===== src/snoop_pkg.sv =====
/*
 * snoop intake shared definitions
 * widths, the snq and ctcq entry payloads and the ctc snoop code
 */

package snoop_pkg;

  //====================
  // field widths
  //====================
  // physical address
  localparam int PA_WIDTH   = 40;
  // AC snoop type code
  localparam int SNP_TYPE_W = 4;
  // AC protection field
  localparam int PROT_W     = 3;
  // write buffer dependency mask
  localparam int WMB_DEP_W  = 8;

  // ctc decode fields
  localparam int CTC_TYPE_W = 6;
  // asid or va starts at address bit 16
  localparam int ASID_LSB   = 16;
  localparam int ASID_VA_W  = PA_WIDTH - ASID_LSB;

  // all ones snoop code marks a cache or tlb maintenance request
  localparam logic [SNP_TYPE_W-1:0] CTC_SNOOP_CODE = '1;

  //====================
  // entry payloads
  //====================
  // normal snoop, 47 bits
  typedef struct packed {
    logic [PA_WIDTH-1:0]   addr;
    logic [PROT_W-1:0]     prot;
    logic [SNP_TYPE_W-1:0] snoop;
  } snq_payload_t;

  // ctc request, 31 bits
  // ctc_type is addr[14:12], addr[6:5], addr[0]
  typedef struct packed {
    logic [CTC_TYPE_W-1:0] ctc_type;
    // second beat flag, addr[0]
    logic                  trans_2nd;
    logic [ASID_VA_W-1:0]  asid_va;
  } ctc_payload_t;

endpackage


===== src/snoop_entry_if.sv =====
/*
 * snoop entry queue link
 * create path from the arbiter, head status and pop back from one queue
 */

`timescale 1ns/1ns

interface snoop_entry_if #(
  parameter type PAYLOAD_T = logic [7:0],
  parameter int  DEPTH     = 6,
  parameter int  DEP_W     = 8
);

  // create side
  logic             create_en;
  PAYLOAD_T         create_payload;
  logic [DEP_W-1:0] create_mask;
  // queue status
  logic             full;
  logic             head_vld;
  logic             head_done;
  PAYLOAD_T         head_payload;
  // retire oldest entry
  logic             pop;

  modport arb (
    output create_en, create_payload, create_mask, pop,
    input  full, head_vld, head_done, head_payload
  );

  modport queue (
    input  create_en, create_payload, create_mask, pop,
    output full, head_vld, head_done, head_payload
  );

endinterface


===== src/snoop_entry_queue.sv =====
/*
 * in-order snoop entry queue
 * ring of entries with payload and dependency mask, one-hot oldest
 * pointer, entries retire from the head once their mask has cleared
 */

`timescale 1ns/1ns

module snoop_entry_queue #(
  parameter type PAYLOAD_T = logic [7:0],
  parameter int  DEPTH     = 6,
  parameter int  DEP_W     = 8
) (
  input  logic             snpcrtclk,
  input  logic             cpurst_b,
  snoop_entry_if.queue     q,
  input  logic [DEP_W-1:0] dep_release
);

  localparam int IDX_W = (DEPTH > 1) ? $clog2(DEPTH) : 1;

  logic [DEPTH-1:0] vld_q;
  logic [DEPTH-1:0] oldest_q;
  logic [IDX_W-1:0] create_idx_q;
  PAYLOAD_T         payload_q [DEPTH];
  logic [DEP_W-1:0] mask_q    [DEPTH];
  PAYLOAD_T         head_payload;
  logic [DEP_W-1:0] head_mask;

  //====================
  // entry control
  //====================
  always_ff @(posedge snpcrtclk or negedge cpurst_b)
  begin
    if (!cpurst_b)
    begin
      vld_q        <= '0;
      oldest_q     <= DEPTH'(1);
      create_idx_q <= '0;
      for (int i = 0; i < DEPTH; i++)
      begin
        mask_q[i] <= '0;
      end
    end
    else
    begin
      // binary create index, wraps at DEPTH-1
      if (q.create_en)
      begin
        if (create_idx_q == IDX_W'(DEPTH - 1))
          create_idx_q <= '0;
        else
          create_idx_q <= create_idx_q + 1'b1;
      end
      // oldest pointer rotates one place per pop
      if (q.pop)
        oldest_q <= (oldest_q << 1) | (oldest_q >> (DEPTH - 1));
      for (int i = 0; i < DEPTH; i++)
      begin
        if (q.create_en && (create_idx_q == IDX_W'(i)))
        begin
          vld_q[i]  <= 1'b1;
          // release in the create cycle already applies
          mask_q[i] <= q.create_mask & ~dep_release;
        end
        else
        begin
          if (q.pop && oldest_q[i])
            vld_q[i] <= 1'b0;
          // every release bit clears across all entries
          mask_q[i] <= mask_q[i] & ~dep_release;
        end
      end
    end
  end

  // payload storage
  always_ff @(posedge snpcrtclk)
  begin
    if (q.create_en)
      payload_q[create_idx_q] <= q.create_payload;
  end

  //====================
  // head status
  //====================
  // one-hot select of the oldest entry
  always_comb
  begin
    head_payload = '0;
    head_mask    = '0;
    for (int i = 0; i < DEPTH; i++)
    begin
      if (oldest_q[i])
      begin
        head_payload = payload_q[i];
        head_mask    = mask_q[i];
      end
    end
  end

  assign q.full         = &vld_q;
  assign q.head_vld     = |(vld_q & oldest_q);
  // no dependency left on the oldest
  assign q.head_done    = ~|head_mask;
  assign q.head_payload = head_payload;

endmodule


===== src/snoop_req_arbiter.sv =====
/*
 * snoop request arbiter
 * steers AC requests into the snq or the ctcq, keeps the create order
 * and returns CR responses strictly in that order
 */

`timescale 1ns/1ns

module snoop_req_arbiter import snoop_pkg::*; #(
  parameter int SNQ_DEPTH  = 6,
  parameter int CTCQ_DEPTH = 6
) (
  input  logic                  snpcrtclk,
  input  logic                  cpurst_b,
  // AC channel
  input  logic                  ac_valid,
  input  logic [PA_WIDTH-1:0]   ac_addr,
  input  logic [PROT_W-1:0]     ac_prot,
  input  logic [SNP_TYPE_W-1:0] ac_snoop,
  output logic                  ac_ready,
  input  logic                  lm_stall,
  // dependency sources at create
  input  logic [WMB_DEP_W-1:0]  wmb_depd,
  input  logic                  ctc_busy,
  // CR channel
  output logic                  cr_valid,
  output logic                  cr_is_ctc,
  output logic [PA_WIDTH-1:0]   cr_tag,
  input  logic                  cr_ready,
  // entry queues
  snoop_entry_if.arb            snq,
  snoop_entry_if.arb            ctcq,
  output logic                  ac_empty
);

  // every live entry owns one order slot
  localparam int COQ_DEPTH = SNQ_DEPTH + CTCQ_DEPTH;
  localparam int PTR_W     = (COQ_DEPTH > 1) ? $clog2(COQ_DEPTH) : 1;

  logic                 is_ctc_req;
  logic                 tgt_full;
  logic                 snq_create;
  logic                 ctc_create;
  logic [PTR_W-1:0]     coq_create_ptr_q;
  logic [PTR_W-1:0]     coq_pop_ptr_q;
  logic [COQ_DEPTH-1:0] coq_src_q;
  logic                 head_src;
  logic                 cr_fire;

  //====================
  // AC classification
  //====================
  assign is_ctc_req = (ac_snoop == CTC_SNOOP_CODE);
  // target queue of this request
  assign tgt_full   = is_ctc_req ? ctcq.full : snq.full;

  // low whenever ac_valid is low
  assign ac_ready   = ac_valid && !lm_stall && !tgt_full;
  assign snq_create = ac_ready && !is_ctc_req;
  assign ctc_create = ac_ready && is_ctc_req;

  // core idle hint
  assign ac_empty = !ac_valid && !snq.head_vld && !ctcq.head_vld;

  //====================
  // entry create
  //====================
  // snq entry, waits on write buffer
  assign snq.create_en            = snq_create;
  assign snq.create_payload.addr  = ac_addr;
  assign snq.create_payload.prot  = ac_prot;
  assign snq.create_payload.snoop = ac_snoop;
  assign snq.create_mask          = wmb_depd;

  // ctcq entry, waits on maintenance engine
  assign ctcq.create_en = ctc_create;
  // type from addr[14:12], addr[6:5], addr[0]
  assign ctcq.create_payload.ctc_type  = {ac_addr[14:12], ac_addr[6:5], ac_addr[0]};
  assign ctcq.create_payload.trans_2nd = ac_addr[0];
  assign ctcq.create_payload.asid_va   = ac_addr[PA_WIDTH-1:ASID_LSB];
  assign ctcq.create_mask              = ctc_busy;

  //====================
  // create order queue
  //====================
  // slot source bit: 0 snq, 1 ctcq
  always_ff @(posedge snpcrtclk or negedge cpurst_b)
  begin
    if (!cpurst_b)
    begin
      coq_create_ptr_q <= '0;
      coq_src_q        <= '0;
    end
    else if (ac_ready)
    begin
      coq_src_q[coq_create_ptr_q] <= is_ctc_req;
      if (coq_create_ptr_q == PTR_W'(COQ_DEPTH - 1))
        coq_create_ptr_q <= '0;
      else
        coq_create_ptr_q <= coq_create_ptr_q + 1'b1;
    end
  end

  // pop pointer follows accepted responses
  always_ff @(posedge snpcrtclk or negedge cpurst_b)
  begin
    if (!cpurst_b)
      coq_pop_ptr_q <= '0;
    else if (cr_fire)
    begin
      if (coq_pop_ptr_q == PTR_W'(COQ_DEPTH - 1))
        coq_pop_ptr_q <= '0;
      else
        coq_pop_ptr_q <= coq_pop_ptr_q + 1'b1;
    end
  end

  //====================
  // CR response
  //====================
  // stale source bit is harmless, the queue it picks is empty then
  assign head_src = coq_src_q[coq_pop_ptr_q];

  assign cr_valid  = head_src ? (ctcq.head_vld && ctcq.head_done)
                              : (snq.head_vld && snq.head_done);
  assign cr_is_ctc = head_src;
  // asid_va zero-extended for ctc
  assign cr_tag    = head_src ? {{ASID_LSB{1'b0}}, ctcq.head_payload.asid_va}
                              : snq.head_payload.addr;

  assign cr_fire  = cr_valid && cr_ready;
  // only the queue at the order head retires
  assign snq.pop  = cr_fire && !head_src;
  assign ctcq.pop = cr_fire && head_src;

endmodule


===== src/snoop_unit_top.sv =====
/*
 * snoop intake unit
 * AC request arbiter with a snoop queue and a ctc queue behind it
 */

`timescale 1ns/1ns

module snoop_unit_top import snoop_pkg::*; #(
  parameter int SNQ_DEPTH  = 6,
  parameter int CTCQ_DEPTH = 6
) (
  input  logic                  snpcrtclk,
  input  logic                  cpurst_b,
  // AC channel
  input  logic                  ac_valid,
  input  logic [PA_WIDTH-1:0]   ac_addr,
  input  logic [PROT_W-1:0]     ac_prot,
  input  logic [SNP_TYPE_W-1:0] ac_snoop,
  output logic                  ac_ready,
  input  logic                  lm_stall,
  // write buffer dependency
  input  logic [WMB_DEP_W-1:0]  wmb_depd,
  input  logic [WMB_DEP_W-1:0]  wmb_release,
  // maintenance engine
  input  logic                  ctc_busy,
  input  logic                  ctc_done,
  // CR channel
  output logic                  cr_valid,
  output logic                  cr_is_ctc,
  output logic [PA_WIDTH-1:0]   cr_tag,
  input  logic                  cr_ready,
  output logic                  ac_empty
);

  //====================
  // queue links
  //====================
  snoop_entry_if #(
    .PAYLOAD_T (snq_payload_t),
    .DEPTH     (SNQ_DEPTH),
    .DEP_W     (WMB_DEP_W)
  ) snq_if ();

  // ctcq tracks a single busy bit
  snoop_entry_if #(
    .PAYLOAD_T (ctc_payload_t),
    .DEPTH     (CTCQ_DEPTH),
    .DEP_W     (1)
  ) ctcq_if ();

  snoop_req_arbiter #(
    .SNQ_DEPTH  (SNQ_DEPTH),
    .CTCQ_DEPTH (CTCQ_DEPTH)
  ) arb0 (
    .snpcrtclk (snpcrtclk),
    .cpurst_b  (cpurst_b),
    .ac_valid  (ac_valid),
    .ac_addr   (ac_addr),
    .ac_prot   (ac_prot),
    .ac_snoop  (ac_snoop),
    .ac_ready  (ac_ready),
    .lm_stall  (lm_stall),
    .wmb_depd  (wmb_depd),
    .ctc_busy  (ctc_busy),
    .cr_valid  (cr_valid),
    .cr_is_ctc (cr_is_ctc),
    .cr_tag    (cr_tag),
    .cr_ready  (cr_ready),
    .snq       (snq_if.arb),
    .ctcq      (ctcq_if.arb),
    .ac_empty  (ac_empty)
  );

  //====================
  // entry queues
  //====================
  // snoop queue, released by write buffer
  snoop_entry_queue #(
    .PAYLOAD_T (snq_payload_t),
    .DEPTH     (SNQ_DEPTH),
    .DEP_W     (WMB_DEP_W)
  ) snq0 (
    .snpcrtclk   (snpcrtclk),
    .cpurst_b    (cpurst_b),
    .q           (snq_if.queue),
    .dep_release (wmb_release)
  );

  // ctc queue, released by ctc_done
  snoop_entry_queue #(
    .PAYLOAD_T (ctc_payload_t),
    .DEPTH     (CTCQ_DEPTH),
    .DEP_W     (1)
  ) ctcq0 (
    .snpcrtclk   (snpcrtclk),
    .cpurst_b    (cpurst_b),
    .q           (ctcq_if.queue),
    .dep_release (ctc_done)
  );

endmodule


===== config.mk =====
export PLATFORM = sky130hd
export DESIGN_NAME = snoop_unit_top
export DESIGN_NICKNAME = d
export VERILOG_FILES = /design/src/snoop_pkg.sv /design/src/snoop_entry_if.sv /design/src/snoop_entry_queue.sv /design/src/snoop_req_arbiter.sv /design/src/snoop_unit_top.sv
export SDC_FILE = /design/constraint.sdc
export NUM_CORES = 1
export LEC_CHECK = 0
export BUFFER_PORTS_ARGS = -buffer_cell sky130_fd_sc_hd__buf_4
export CORE_MARGIN = 2
export CORE_UTILIZATION = 43
export DETAILED_ROUTE_END_ITERATION = 12
export REMOVE_ABC_BUFFERS = 1
export SLEW_MARGIN = 40
export SYNTH_ARGS = -nofsm -noshare
export SYNTH_HDL_FRONTEND = slang
export SYNTH_SLANG_ARGS = --single-unit

===== constraint.sdc =====
create_clock -name snpcrtclk -period 4.2 [get_ports snpcrtclk]
set_input_delay 0.42 -clock snpcrtclk [delete_from_list [all_inputs] [get_ports snpcrtclk]]
set_output_delay 0.42 -clock snpcrtclk [all_outputs]
set_load 0.01 [all_outputs]

Word-level counts from Yosys, hierarchy flattened
Memories as Yosys holds them, arrays and structs flattened.
Cells that the tools add are included.
{ "totals": {"register_bits": 104, "ramBits": 468, "inputBits": 70, "out_inout_bits": 44, "elab_cells": 213, "memories": 2} }
{ "classes": {"n_addsub": 4, "magnitude_cmp": 3, "n_eq_ne": 13, "n_mux": 76, "n_bitwise": 20, "n_reduce_logical": 64} }
{ "memory_table": {"columns": ["memory", "words", "word_bits", "read_ports", "rd_clocked_by_memory_dff", "write_ports", "line", "text"], "rows": [
  ["snq0.payload_q", 6, 47, 6, 0, 1, "snoop_entry_queue.sv:25", "PAYLOAD_T payload_q [DEPTH];"],
  ["ctcq0.payload_q", 6, 31, 6, 0, 1, "snoop_entry_queue.sv:25", null]
]} }
{ "ops": {"columns": ["cell", "n"], "rows": [
  ["2-to-1 mux 47 bit", 6],
  ["2-to-1 mux 24 bit", 6],
  ["2-to-1 mux 8 bit", 12],
  ["bitwise AND 8 bit", 7],
  ["2-to-1 mux 1 bit", 44],
  ["2-to-1 mux 40 bit", 1],
  ["logical AND 1 bit", 36],
  ["nonzero test 2 bit", 12],
  ["bitwise AND 6 bit", 2],
  ["bitwise mux 12 bit", 1],
  ["equality test 3 x 2 -> 1 bit, second input constant", 4],
  ["equality test 3 bit, second input constant", 4],
  ["equality test 4 bit, second input constant", 3],
  ["bitwise OR 6 x 1 -> 6 bit", 2],
  ["AND reduction 6 bit", 2],
  ["OR reduction 6 bit", 2],
  ["less-than comparator 4 x 5 -> 1 bit, second input constant", 2],
  ["logical NOT 1 bit", 9],
  ["adder 4 x 1 -> 4 bit, second input constant", 2],
  ["2-to-1 mux 4 bit", 2],
  ["inverter 8 bit", 1],
  ["OR reduction 8 bit", 1],
  ["bitwise AND 1 bit", 7],
  ["adder 3 x 1 -> 3 bit, second input constant", 2],
  ["7 further kinds", 10]
]} }

Logic depth before layout (Yosys ltp)
Gate-level depths: netlist (run 1).
{ "logic_depth": {"depth_word": 15, "depth_mapped": 8, "ltp_nobuf": 7} }

Hierarchy
Synthesis (run 1) repeated with hierarchy kept, for this count alone.
{ "hier_totals": {"cells_unflattened": 1606, "hier_area_um2": 23433.7} }
{ "modules_own_cells": {"columns": ["mod", "instances", "cells_each", "area_per_inst_um2", "seq_area_each_um2"], "rows": [
  ["snoop_entry_queue (snq0)", 1, 860, 12982.5, 10045.9],
  ["snoop_entry_queue (ctcq0)", 1, 503, 8242.9, 6112.1],
  ["snoop_req_arbiter", 1, 243, 2208.4, 500.5]
]} }

Worst setup path before layout (run 1)
OpenSTA, ideal clock, no wires.
{ "synth_path": {"kind": "input-to-reg", "startpoint": "in ac_snoop[1]", "endpoint": "reg ctcq0.mask_q[3] (netlist bit)", "setup_ns": 0.120, "t_arrival_ns": 3.536, "required_time_ns": 4.080, "path_slack_ns": 0.544, "path_stages": 6, "path_buffers": 0, "cell_sequence": "nand4_1 a311oi_2 nand2b_1 nor3_1 mux2i_1 nor2_1"} }
{ "synth_via": {"elab_chain_cells": 7} }
{ "synth_lines": {"columns": ["item", "line", "text"], "rows": [
  ["start: declaration", "snoop_unit_top.sv:18", "input logic [SNP_TYPE_W-1:0] ac_snoop,"],
  ["equality test 4 bit *", "snoop_req_arbiter.sv:53", "assign is_ctc_req = (ac_snoop == CTC_SNOOP_CODE);"],
  ["2-to-1 mux 1 bit", "snoop_req_arbiter.sv:55", "assign tgt_full = is_ctc_req ? ctcq.full : snq.full;"],
  ["logical NOT 1 bit", "snoop_req_arbiter.sv:58", "assign ac_ready = ac_valid && !lm_stall && !tgt_full;"],
  ["logical AND 1 bit", "snoop_req_arbiter.sv:58", null],
  ["logical AND 1 bit *", "snoop_req_arbiter.sv:60", "assign ctc_create = ac_ready && is_ctc_req;"],
  ["logical AND 1 bit *", "snoop_entry_queue.sv:60", "if (q.create_en && (create_idx_q == IDX_W'(i)))"],
  ["2-to-1 mux 1 bit *", "snoop_entry_queue.sv:60", null],
  ["end signal: indexed assignment", "snoop_entry_queue.sv:64", "mask_q[i] <= q.create_mask & ~dep_release;"],
  ["end signal: indexed assignment", "snoop_entry_queue.sv:71", "mask_q[i] <= mask_q[i] & ~dep_release;"],
  ["end: declaration", "snoop_entry_queue.sv:26", "logic [DEP_W-1:0] mask_q [DEPTH];"]
]} }
Every way passes the cells marked *; elsewhere a longest branch is shown, timed or not.
A chain may end at the register's enable or synchronous reset.

Final worst setup path (run 1)
{ "layout_path": {"startpoint": "reg snq0.oldest_q[1]", "endpoint": "out cr_valid"} }
{ "layout_via": {"elab_chain_cells": 9, "word_cells_on_any_way": 11, "cone_classes": "6 x mux; 1 x bitwise; 4 x reduce/logical"} }
{ "layout_lines": {"columns": ["item", "line", "text"], "rows": [
  ["start: declaration", "snoop_entry_queue.sv:23", "logic [DEPTH-1:0] oldest_q;"],
  ["start signal: assignment", "snoop_entry_queue.sv:57", "oldest_q <= (oldest_q << 1) | (oldest_q >> (DEPTH - 1));"],
  ["2-to-1 mux 8 bit (5 in series)", "snoop_entry_queue.sv:94", "if (oldest_q[i])"],
  ["OR reduction 8 bit", "snoop_entry_queue.sv:105", "assign q.head_done = ~|head_mask;"],
  ["logical NOT 1 bit", "snoop_entry_queue.sv:105", null],
  ["logical AND 1 bit *", "snoop_req_arbiter.sv:125", ": (snq.head_vld && snq.head_done);"],
  ["2-to-1 mux 1 bit *", "snoop_req_arbiter.sv:124", "assign cr_valid = head_src ? (ctcq.head_vld && ctcq.head_done)"],
  ["end: declaration", "snoop_unit_top.sv:28", "output logic cr_valid,"]
]} }
Marks and branches as above.

==> out/summary.txt, run 1 <==
Worst EP arrival: 3.11 ns
Vias/cell: 5.83
Synth area leaders: edfxtp_1 (59%), dfrtp_1 (13%), nand2_1 (3.3%), a221oi_1 (2.9%), o311ai_0 (2.8%)
syn_area_per_cell: 14.2 µm²
#FFs+latches synth: 488
register area share after synthesis: 72.5%
antenna cells: 0
asr flop ratio synth: 21.3%
skew final: 0.0143 ns
status: finished, final reports clean
DRC: 0
WP data required: 3.78 ns
Synth warnings: 0
DIE WIDTH: 217 µm
Mapped Cells: 1370
DRT Pass-1 Iters: 6
final worst setup slack: 0.666 ns
Comb power frac: 27.5%
Worst-Margin Slew: 0.783 ns
share of power burned in the clock network: 29.9%
Chip Height: 217 µm
# Max-Cap Violations: 0
CP Class: reg -> out
Hold Path Class: in -> reg
placer congestion estimate: 0.791
CTS root buf: clkbuf_16
Final Slew Violations: 0
core box area: 0.0451 mm²
die area: 0.0470 mm²
number of synthesized flops with an enable pin: 384
GR Util All Layers: 21.1%
Core Rows: 78
first-pass GRT wire length: 75400 µm
relative slew slack: 47.8%
dpl ws: 1.19 ns
total CTS buffers: 51
Avg WL per Cell: 23.2 µm
Mapped Area: 0.0195 mm²
crit-path max FO: 35
CP startpoint kind: flip-flop
initial antenna violation count: 0
Sum Neg Setup Slack: 0 ns
layout cell share with drive strength beyond 1: 17.2%
CTS clk-pin slew, worst paths: 0.06 ns
Leak Pwr: 7.67 nW
commonest non-fill, non-tap cell in the layout: edfxtp_1
nature of the critical path endpoint: output pin
sequential power share: 42.7%
area leader, netlist: edfxtp_1
final setup fails: 0
crit path time final: 3.53 ns
Final Total Pwr: 13.9 mW
final hold viol count: 0
achievable frequency: 283 MHz
most frequent cells in the layout: edfxtp_1 (384), nand2_1 (169), buf_4 (149), dfrtp_1 (98), nor2_1 (69)
post-synth top area share: 59.2%
final wirelength: 49300 µm
most used flip-flop cell after synthesis: edfxtp_1
P_int: 9.54 mW
H-tree depth: 2
Num Clock Sinks: 488
RSZ-0062 raised after global routing: false
initial DRC count: 1142
PortBufs: 110
Nets: 1563
maximum vdd drop: 308 µV
Fillers: 3882
number of setup buffers added after CTS: 0
grt total ovfl: 0
antenna-violating nets left: 0
Initial Util: 43.2%
largest net degree at the start of global routing: 84
Distinct cells, synth: 57
switching power: 4.39 mW
DP HPWL: 28100 µm
clk_lat worst skew: 0.59 ns
# IOs: 114
CTS tree: done
Area Growth Syn to Fin: 16.4%
Max Buffers Root-to-Sink: 3
Sw Ratio: 31.5%
final core utilization: 50.3%
vias in the first global route: 12200
period utilisation layout: 84.1%
routed via count: 12380
Power Density: 614 mW/mm²
==> logic make-up (layout without fill, tap and decap cells) <==
family | count (synthesis) | after routing | share of synthesized area (%)
xor+xnor | 2 | 2 | 0.0899
mux | 55 | 55 | 3.13
simple gates | 364 | 364 | 8.53
flops | 488 | 488 | 72.5
fa+ha+maj | 7 | 7 | 0.449
compound gates | 340 | 340 | 13.0
buf+inv | 114 | 269 | 2.27
==> what timing repair did <==
action	CTS	global route
endpoints found under the hold margin	72	0
gates resized for setup	0	0
hold buffers	1	0
==> Yosys cell counts (all sizes together), types with 4 or more instances <==
cell / number
a31oi: 7
inv: 21
clkbuf: 83
or4: 4
o211ai: 65
dfrtp: 102
o311ai: 62
nand4: 5
nor2b: 42
ha: 7
a221oi: 64
a32oi: 24
buf: 8
and3: 4
nand3: 29
o21ai: 29
mux2: 14
edfxtp: 384
a21oi: 66
nor2: 75
nand2: 169
mux2i: 38
nor3: 8
nand2b: 8
a22oi: 7
nor4: 5
==> metrics by stage <==
stage / std cells / hold slack, ns / cell area, µm²
final: 2125 / 0.0337 / 22700
after global routing: 2125 / 0.0196 / 22700
after CTS: 2125 / 0.0119 / 22700
after detailed placement: 2032 / 0.474 / 21100
after global placement: 2032 / 0.461 / 21100
after floorplan: 1279 / 0.124 / 19100
==> power groups by stage <==
stage	clock [mW]	combinational, mW	sequential, mW
finish	4.16	3.83	5.94
global route	4.43	4.18	5.98
CTS	4.24	3.86	5.93
detailed placement	0	3.85	6.03
global placement	0	3.82	6.01
floorplan	0	2.00	6.01
==> cell type report <==
cell class,instances,area [µm²],share of cell area (%)
well taps,600,751,3.31
clock inverters,21,113,0.496
flip-flops and latches,488,14100,62.4
repair buffers,154,1200,5.29
inverters,23,88.8,0.392
multi-input cells,768,4970,21.9
clock buffers,71,1410,6.23
==> per-layer routing <==
layer / vias up / part of all wire (%) / track usage [%]
li1: 5583 / - / -
met1: 6325 / 45 / 30.1
met2: 402 / 46 / 33.3
met3: 70 / 6.6 / 4.21
met4: 0 / 1.8 / 5.07
met5: - / 0 / 0
==> worst max-delay path, stage by stage (launching register included) <==
cell,delay [ns]
dfrtp_2,0.62
buf_4,0.53
a221oi_1,0.15
a311o_1,0.36
a311o_2,0.50
a21o_1,0.21
buf_4,0.14
==> path summary, 6_finish.rpt <==
kind,start,to,slack (ns),cells past startpoint
min,ctc_done,ctcq0.mask_q[3],0.03,2
max,snq0.oldest_q[1],cr_valid,0.67,6
max reg2reg,snq0.oldest_q[1],arb0.coq_pop_ptr_q[0],1.29,6
min in group asynchronous,cpurst_b,snq0.mask_q[4],0.40,2
min reg2reg,arb0.coq_src_q[0],arb0.coq_src_q[0],0.48,2
max in group asynchronous,cpurst_b,snq0.mask_q[34],2.96,3
==> flip-flops by register name, summed over array words and instances (netlist names), 12 cells and up <==
register and cells:
arb0.coq_src_q 12, ctcq0.payload_q 144, snq0.mask_q 48, snq0.payload_q 240
(Power assumes the default switching activity.)
==> run 2: changes to the inputs <==
- ABC_AREA: unset -> 1
- clock period: 4.2 -> 2.9 ns (I/O delays scaled with it)
==> run 2 against run 1 <==
  * Non-clock buffer count rose by 78
  * Via count rose by 9.3%
  * Final cell count rose by 18%
  * Combinational power rose by 86%
  * Area after synthesis rose by 1.5%
==> out/summary.txt, run 2 <==
Avg WL per Cell: 20.7 µm
largest net degree at the start of global routing: 56
Worst-Margin Slew: 0.553 ns
Core Rows: 78
Biggest register: snq0.payload_q
hold depth: 3
Synth area leaders: edfxtp_1 (58%), dfrtp_1 (13%), nand2_1 (7.4%), o21ai_0 (4.0%), o211ai_1 (2.7%)
CTS clk-pin slew, worst paths: 0.06 ns
biggest regs: snq0.payload_q: 240 flops, ctcq0.payload_q: 144 flops, snq0.mask_q: 48 flops
post-synth top area share: 58.3%
antenna-violating nets left: 0
Post-Layout Cell Count: 2502
most common cell in the netlist: nand2_1
final hold viol count: 0
WP data required: 2.61 ns
nature of the critical path endpoint: output pin
#FFs+latches synth: 488
vias in the first global route: 13404
XOR/XNOR share of the synthesized area: 0.133%
GR Util All Layers: 21.7%
skew final: 0.0183 ns
Hold Path Class: in -> reg
CP startpoint kind: flip-flop
placer congestion estimate: 0.802
core box area: 0.0454 mm²
final worst setup slack: 0.0433 ns
post-placement cell count: 2341
top cells by count, synth: nand2_1 (391), edfxtp_1 (384), o21ai_0 (158)
first-pass GRT wire length: 78500 µm
maximum vdd drop: 492 µV
Adder-Cell Fraction of Synth Area: 0.443%
syn_area_per_cell: 11.9 µm²
area leader, netlist: edfxtp_1
simple-gate share of the synthesized area: 12.5%
final core utilization: 53.2%
relative slew slack: 63.1%
Hold Startpoint: ac_snoop[3]
antenna cells: 0
most used flip-flop cell after synthesis: edfxtp_1
crit-path max FO: 5
initial DRC count: 1318
Vias/cell: 5.41
initial antenna violation count: 0
Num Clock Sinks: 488
r2r setup slk: 0.63 ns
Worst EP arrival: 2.57 ns
R2R depth: 10
Distinct cells, synth: 42
status: finished, final reports clean
clk_lat worst skew: 0.59 ns
grt total ovfl: 0
Final Slew Violations: 0
commonest non-fill, non-tap cell in the layout: nand2_1
asr flop ratio synth: 21.3%
# Max-Cap Violations: 0
mux cell area share after synthesis: 0%
Chip Height: 219 µm
Mapped Cells: 1661
layout cell share with drive strength beyond 1: 16.9%
crit path time final: 2.86 ns
DIE WIDTH: 219 µm
Mapped Area: 0.0198 mm²
H-tree depth: 2
total CTS buffers: 50
CTS tree: done
Initial Util: 43.6%
main combinational cell family by area after synthesis: simple AND/OR/NAND/NOR gates
CP Class: reg -> out
DRC: 0
DRT Pass-1 Iters: 5
PortBufs: 110
dpl ws: 0.449 ns
# IOs: 114
Hold Path End: arb0.coq_src_q[11]
routed via count: 13532
number of synthesized flops with an enable pin: 384
RSZ-0062 raised after global routing: true
Power Density: 893 mW/mm²
reg2reg end: ctcq0.payload_q[1][0]
Area Growth Syn to Fin: 22.1%
max reg flops: 240
reg2reg start: ctcq0.vld_q[2]
period utilisation layout: 98.5%
achievable frequency: 350 MHz
final wirelength: 51700 µm
Max Buffers Root-to-Sink: 3
post-synthesis compound-gate area fraction: 11.9%
register area share after synthesis: 71.4%
CTS root buf: clkbuf_16
die area: 0.0478 mm²
final setup fails: 0
DP HPWL: 29500 µm
Synth warnings: 0
most frequent cells in the layout: nand2_1 (385), edfxtp_1 (384), buf_4 (147), o21ai_0 (125), dfrtp_1 (99)
Nets: 1937
Leak Pwr: 9.30 nW
run 2: worst max path at each step:
stage / from / to / slack (ns) / depth (start not counted)
2_1_floorplan: ac_snoop[1] / snq0.payload_q[3][10] / -1.38 / 6
3_3_place_gp: arb0.coq_pop_ptr_q[0] / cr_tag[12] / 0.47 / 11
3_5_place_dp: snq0.oldest_q[0] / cr_tag[7] / 0.45 / 10
4_1_cts: ctcq0.oldest_q[0] / cr_tag[12] / 0.001 / 10
5_1_grt: snq0.oldest_q[0] / cr_tag[5] / -0.08 / 12
6_report: snq0.oldest_q[0] / cr_tag[15] / 0.04 / 11
run 2: what timing repair did:
item,4_1_cts,5_1_grt
pin swaps,3,19
hold buffers,48,0
setup buffers,7,7
endpoints found under the setup margin,37,37
gates cloned,1,5
hold endpoints to repair,445,0
resized for setup,19,71
run 2: area by class of cell:
type                            count  area, µm²
Inverter                           88        345
Multi-Input combinational cell    999       5090
Tap cell                          600        751
Clock buffer                       73       1390
Sequential cell                   488      14100
Clock inverter                     21        171
Fill cell                        3869      21200
Timing Repair inverter              1       8.76
Timing Repair Buffer              232       2270
run 2: power breakdown:
group / internal, mW / leakage [nW] / switching (mW)
Combinational: 2.85 / 3.68 / 4.27
Clock: 3.50 / 0.761 / 2.64
Sequential: 8.02 / 4.85 / 0.276
run 2: cells by family after synthesis:
family	count (synthesis)
xor gates and xnor gates	3
DFF	488
adders and majority gates	7
buffers and inverters	174
AOI/OAI and AO/OA	402
and+or+nand+nor	587
run 2: per-stage QoR:
| stage | TNS, ns | instance area, µm² | power, mW | hold WS (ns) |
|---|---|---|---|---|
| CTS | 0 | 23900 | 21.1 | 0.00117 |
| global route | -0.485 | 24200 | 22.7 | 0.0123 |
| floorplan | -67.96 | 19400 | 11.6 | -0.00559 |
| finish | 0 | 24200 | 21.6 | 0.0196 |
| global placement | 0 | 21700 | 14.6 | 0.414 |
| detailed placement | 0 | 21700 | 14.7 | 0.418 |
run 2: metal layers:
layer	track usage [%]	up-vias	share of wire, %
met5	0	-	0
li1	-	6361	-
met1	30.1	6624	43
met4	6.28	0	2.2
met2	35.7	465	48
met3	2.91	82	6.5
run 2: critical path, cell delays in order (launching register included):
cell and delay (ns):
dfstp_2 0.54, inv_2 0.05, nor2_4 0.16, buf_6 0.16, clkbuf_16 0.15, nand2_2 0.04
nand2_1 0.04, o21ai_1 0.06, a21oi_1 0.18, a211oi_2 0.07, o32ai_2 0.35, buf_4 0.19
==> run 3: changes to the inputs <==
- ABC_AREA: 1 -> 0
- ABC_CLOCK_PERIOD_IN_PS: unset -> 2900
- CORE_UTILIZATION: 43 -> 50
- PLACE_DENSITY: unset -> 0.7
==> run 3 against run 2 <==
  * Sequential cell count did not move
  * Largest cell class unchanged
  * Sequential power rose by 2%
  * Final cell count fell by 15%
==> out/summary.txt, run 3 (same netlist as run 1, synthesis figures left out) <==
status: finished, final reports clean
total CTS buffers: 49
Post-Layout Cell Count: 2118
maximum vdd drop: 532 µV
WP data required: 2.61 ns
most frequent cells in the layout: edfxtp_1 (384), nand2_1 (169), buf_4 (150), dfrtp_1 (97), nor2_1 (68)
CTS clk-pin slew, worst paths: 0.06 ns
Leak Pwr: 8.30 nW
switching power: 6.48 mW
clk_lat worst skew: 0.56 ns
DIE WIDTH: 201 µm
Biggest register: snq0.payload_q
CTS tree: done
skew final: 0.0276 ns
Chip Height: 201 µm
P_int: 14.9 mW
Final Total Pwr: 21.4 mW
Power Density: 885 mW/mm²
PortBufs: 110
RSZ-0062 raised after global routing: true
DP HPWL: 27500 µm
biggest regs: snq0.payload_q: 240 flops, ctcq0.payload_q: 144 flops, snq0.mask_q: 48 flops
routed via count: 13055
antenna cells: 0
layout cell share with drive strength beyond 1: 22.4%
share of power burned in the clock network: 30.1%
CTS root buf: clkbuf_16
die area: 0.0406 mm²
Sum Neg Setup Slack: 0 ns
initial antenna violation count: 0
reg2reg end: arb0.coq_pop_ptr_q[0]
Hold Path End: snq0.payload_q[5][33]
Fillers: 2822
Nets: 1637
final setup fails: 0
GR peak layer: met2
met3 Use GR: 3.51%
H-tree depth: 2
R2R depth: 9
Vias/cell: 6.16
Worst EP arrival: 2.58 ns
grt met2 use: 40.4%
reg2reg start: arb0.coq_pop_ptr_q[0]
crit-path max FO: 8
Worst-Margin Slew: 0.565 ns
Sw Ratio: 30.3%
Hold Startpoint: ac_addr[26]
max reg flops: 240
initial DRC count: 1146
met1 Track Usage GR: 33.7%
achievable frequency: 348 MHz
core box area: 0.0386 mm²
Hold Path Class: in -> reg
# Max-Cap Violations: 0
post-placement cell count: 1965
largest net degree at the start of global routing: 58
grt total ovfl: 0
vias in the first global route: 12987
DRT Pass-1 Iters: 6
Comb power frac: 30.2%
DRC: 0
r2r setup slk: 0.25 ns
final hold viol count: 0
Max Buffers Root-to-Sink: 3
placer congestion estimate: 0.820
Core Rows: 72
relative slew slack: 62.3%
CP Class: reg -> out
CP startpoint kind: flip-flop
Initial Util: 50.5%
final wirelength: 50800 µm
period utilisation layout: 99.0%
Num Clock Sinks: 488
hold depth: 1
first-pass GRT wire length: 75800 µm
antenna-violating nets left: 0
GR Util All Layers: 24.2%
Avg WL per Cell: 24.0 µm
crit path time final: 2.87 ns
# IOs: 114
nature of the critical path endpoint: output pin
Area Growth Syn to Fin: 24.1%
Final Slew Violations: 0
commonest non-fill, non-tap cell in the layout: edfxtp_1
sequential power share: 39.6%
[run 3: cell types whose count changed in the layout (fill, tap and decap cells not counted), sizes merged, moves of 24 or more]
cell,change
a21oi,-28
a221oi,+64
a22oi,-24
a32oi,+24
inv,-65
mux2i,+38
nand2,-228
nand3,-58
nor2b,+42
o21ai,-143
o311ai,+62
[run 3: metrics by stage]
step                      hold WS (ns)  worst slack, ns  area (µm²)  util [%]
after floorplan               -0.00559            -2.81       19100         -
after global placement           0.407            0.369       21300      55.3
after detailed placement         0.415            0.319       21300      55.3
after CTS                      0.00132          -0.0170       23500      61.1
after global routing           0.00343          -0.0573       24200      62.7
final                           0.0143           0.0278       24200      62.7
[run 3: power groups by stage]
stage | Combinational [mW] | Sequential (mW) | Clock [mW]
global route | 6.94 | 8.53 | 6.80
global placement | 5.68 | 8.60 | 0
finish | 6.47 | 8.48 | 6.45
detailed placement | 5.75 | 8.63 | 0
CTS | 6.11 | 8.48 | 6.51
floorplan | 2.90 | 8.70 | 0
[run 3: layer usage]
layer | vias to the layer above | wire, µm
li1 | 5734 | -
met4 | 0 | 1310
met1 | 6662 | 21100
met5 | - | 0
met3 | 72 | 3730
met2 | 587 | 24700
[run 3: final cells by class]
type / count / area (µm²) / share of cell area, %
Multi-Input combinational cell: 768 / 5370 / 22.2
Sequential cell: 488 / 14100 / 58.5
Clock inverter: 21 / 289 / 1.20
Tap cell: 518 / 648 / 2.68
Timing Repair Buffer: 230 / 2300 / 9.53
Inverter: 23 / 86.3 / 0.357
Clock buffer: 70 / 1350 / 5.57
[run 3: what timing repair did]
item | CTS | global route
gates resized for setup | 38 | 87
endpoints found under the hold margin | 298 | 0
buffers inserted | 6 | 12
setup endpoints to repair | 31 | 39
gates cloned | 2 | 9
hold buffers | 35 | 0
pin swaps | 10 | 25
[run 3: worst max-delay path by stage]
stage | endpoint | cells past startpoint | slack [ns] | from
after CTS | cr_tag[16] | 7 | -0.02 | arb0.coq_pop_ptr_q[0]
after detailed placement | cr_tag[1] | 8 | 0.32 | ctcq0.oldest_q[0]
final | cr_tag[14] | 8 | 0.03 | arb0.coq_pop_ptr_q[0]
after global placement | cr_tag[23] | 7 | 0.37 | snq0.oldest_q[0]
after floorplan | snq0.vld_q[1] | 6 | -2.81 | snq0.vld_q[2]
after global routing | cr_tag[6] | 9 | -0.06 | ctcq0.oldest_q[0]
[run 3: worst max-delay path: stages (launching register included)]
cell,delay [ns]
dfrtp_2,0.44
mux4_2,0.37
mux2i_4,0.08
o21ai_4,0.35
buf_12,0.18
clkbuf_16,0.20
a21oi_4,0.05
a32oi_2,0.21
buf_4,0.16
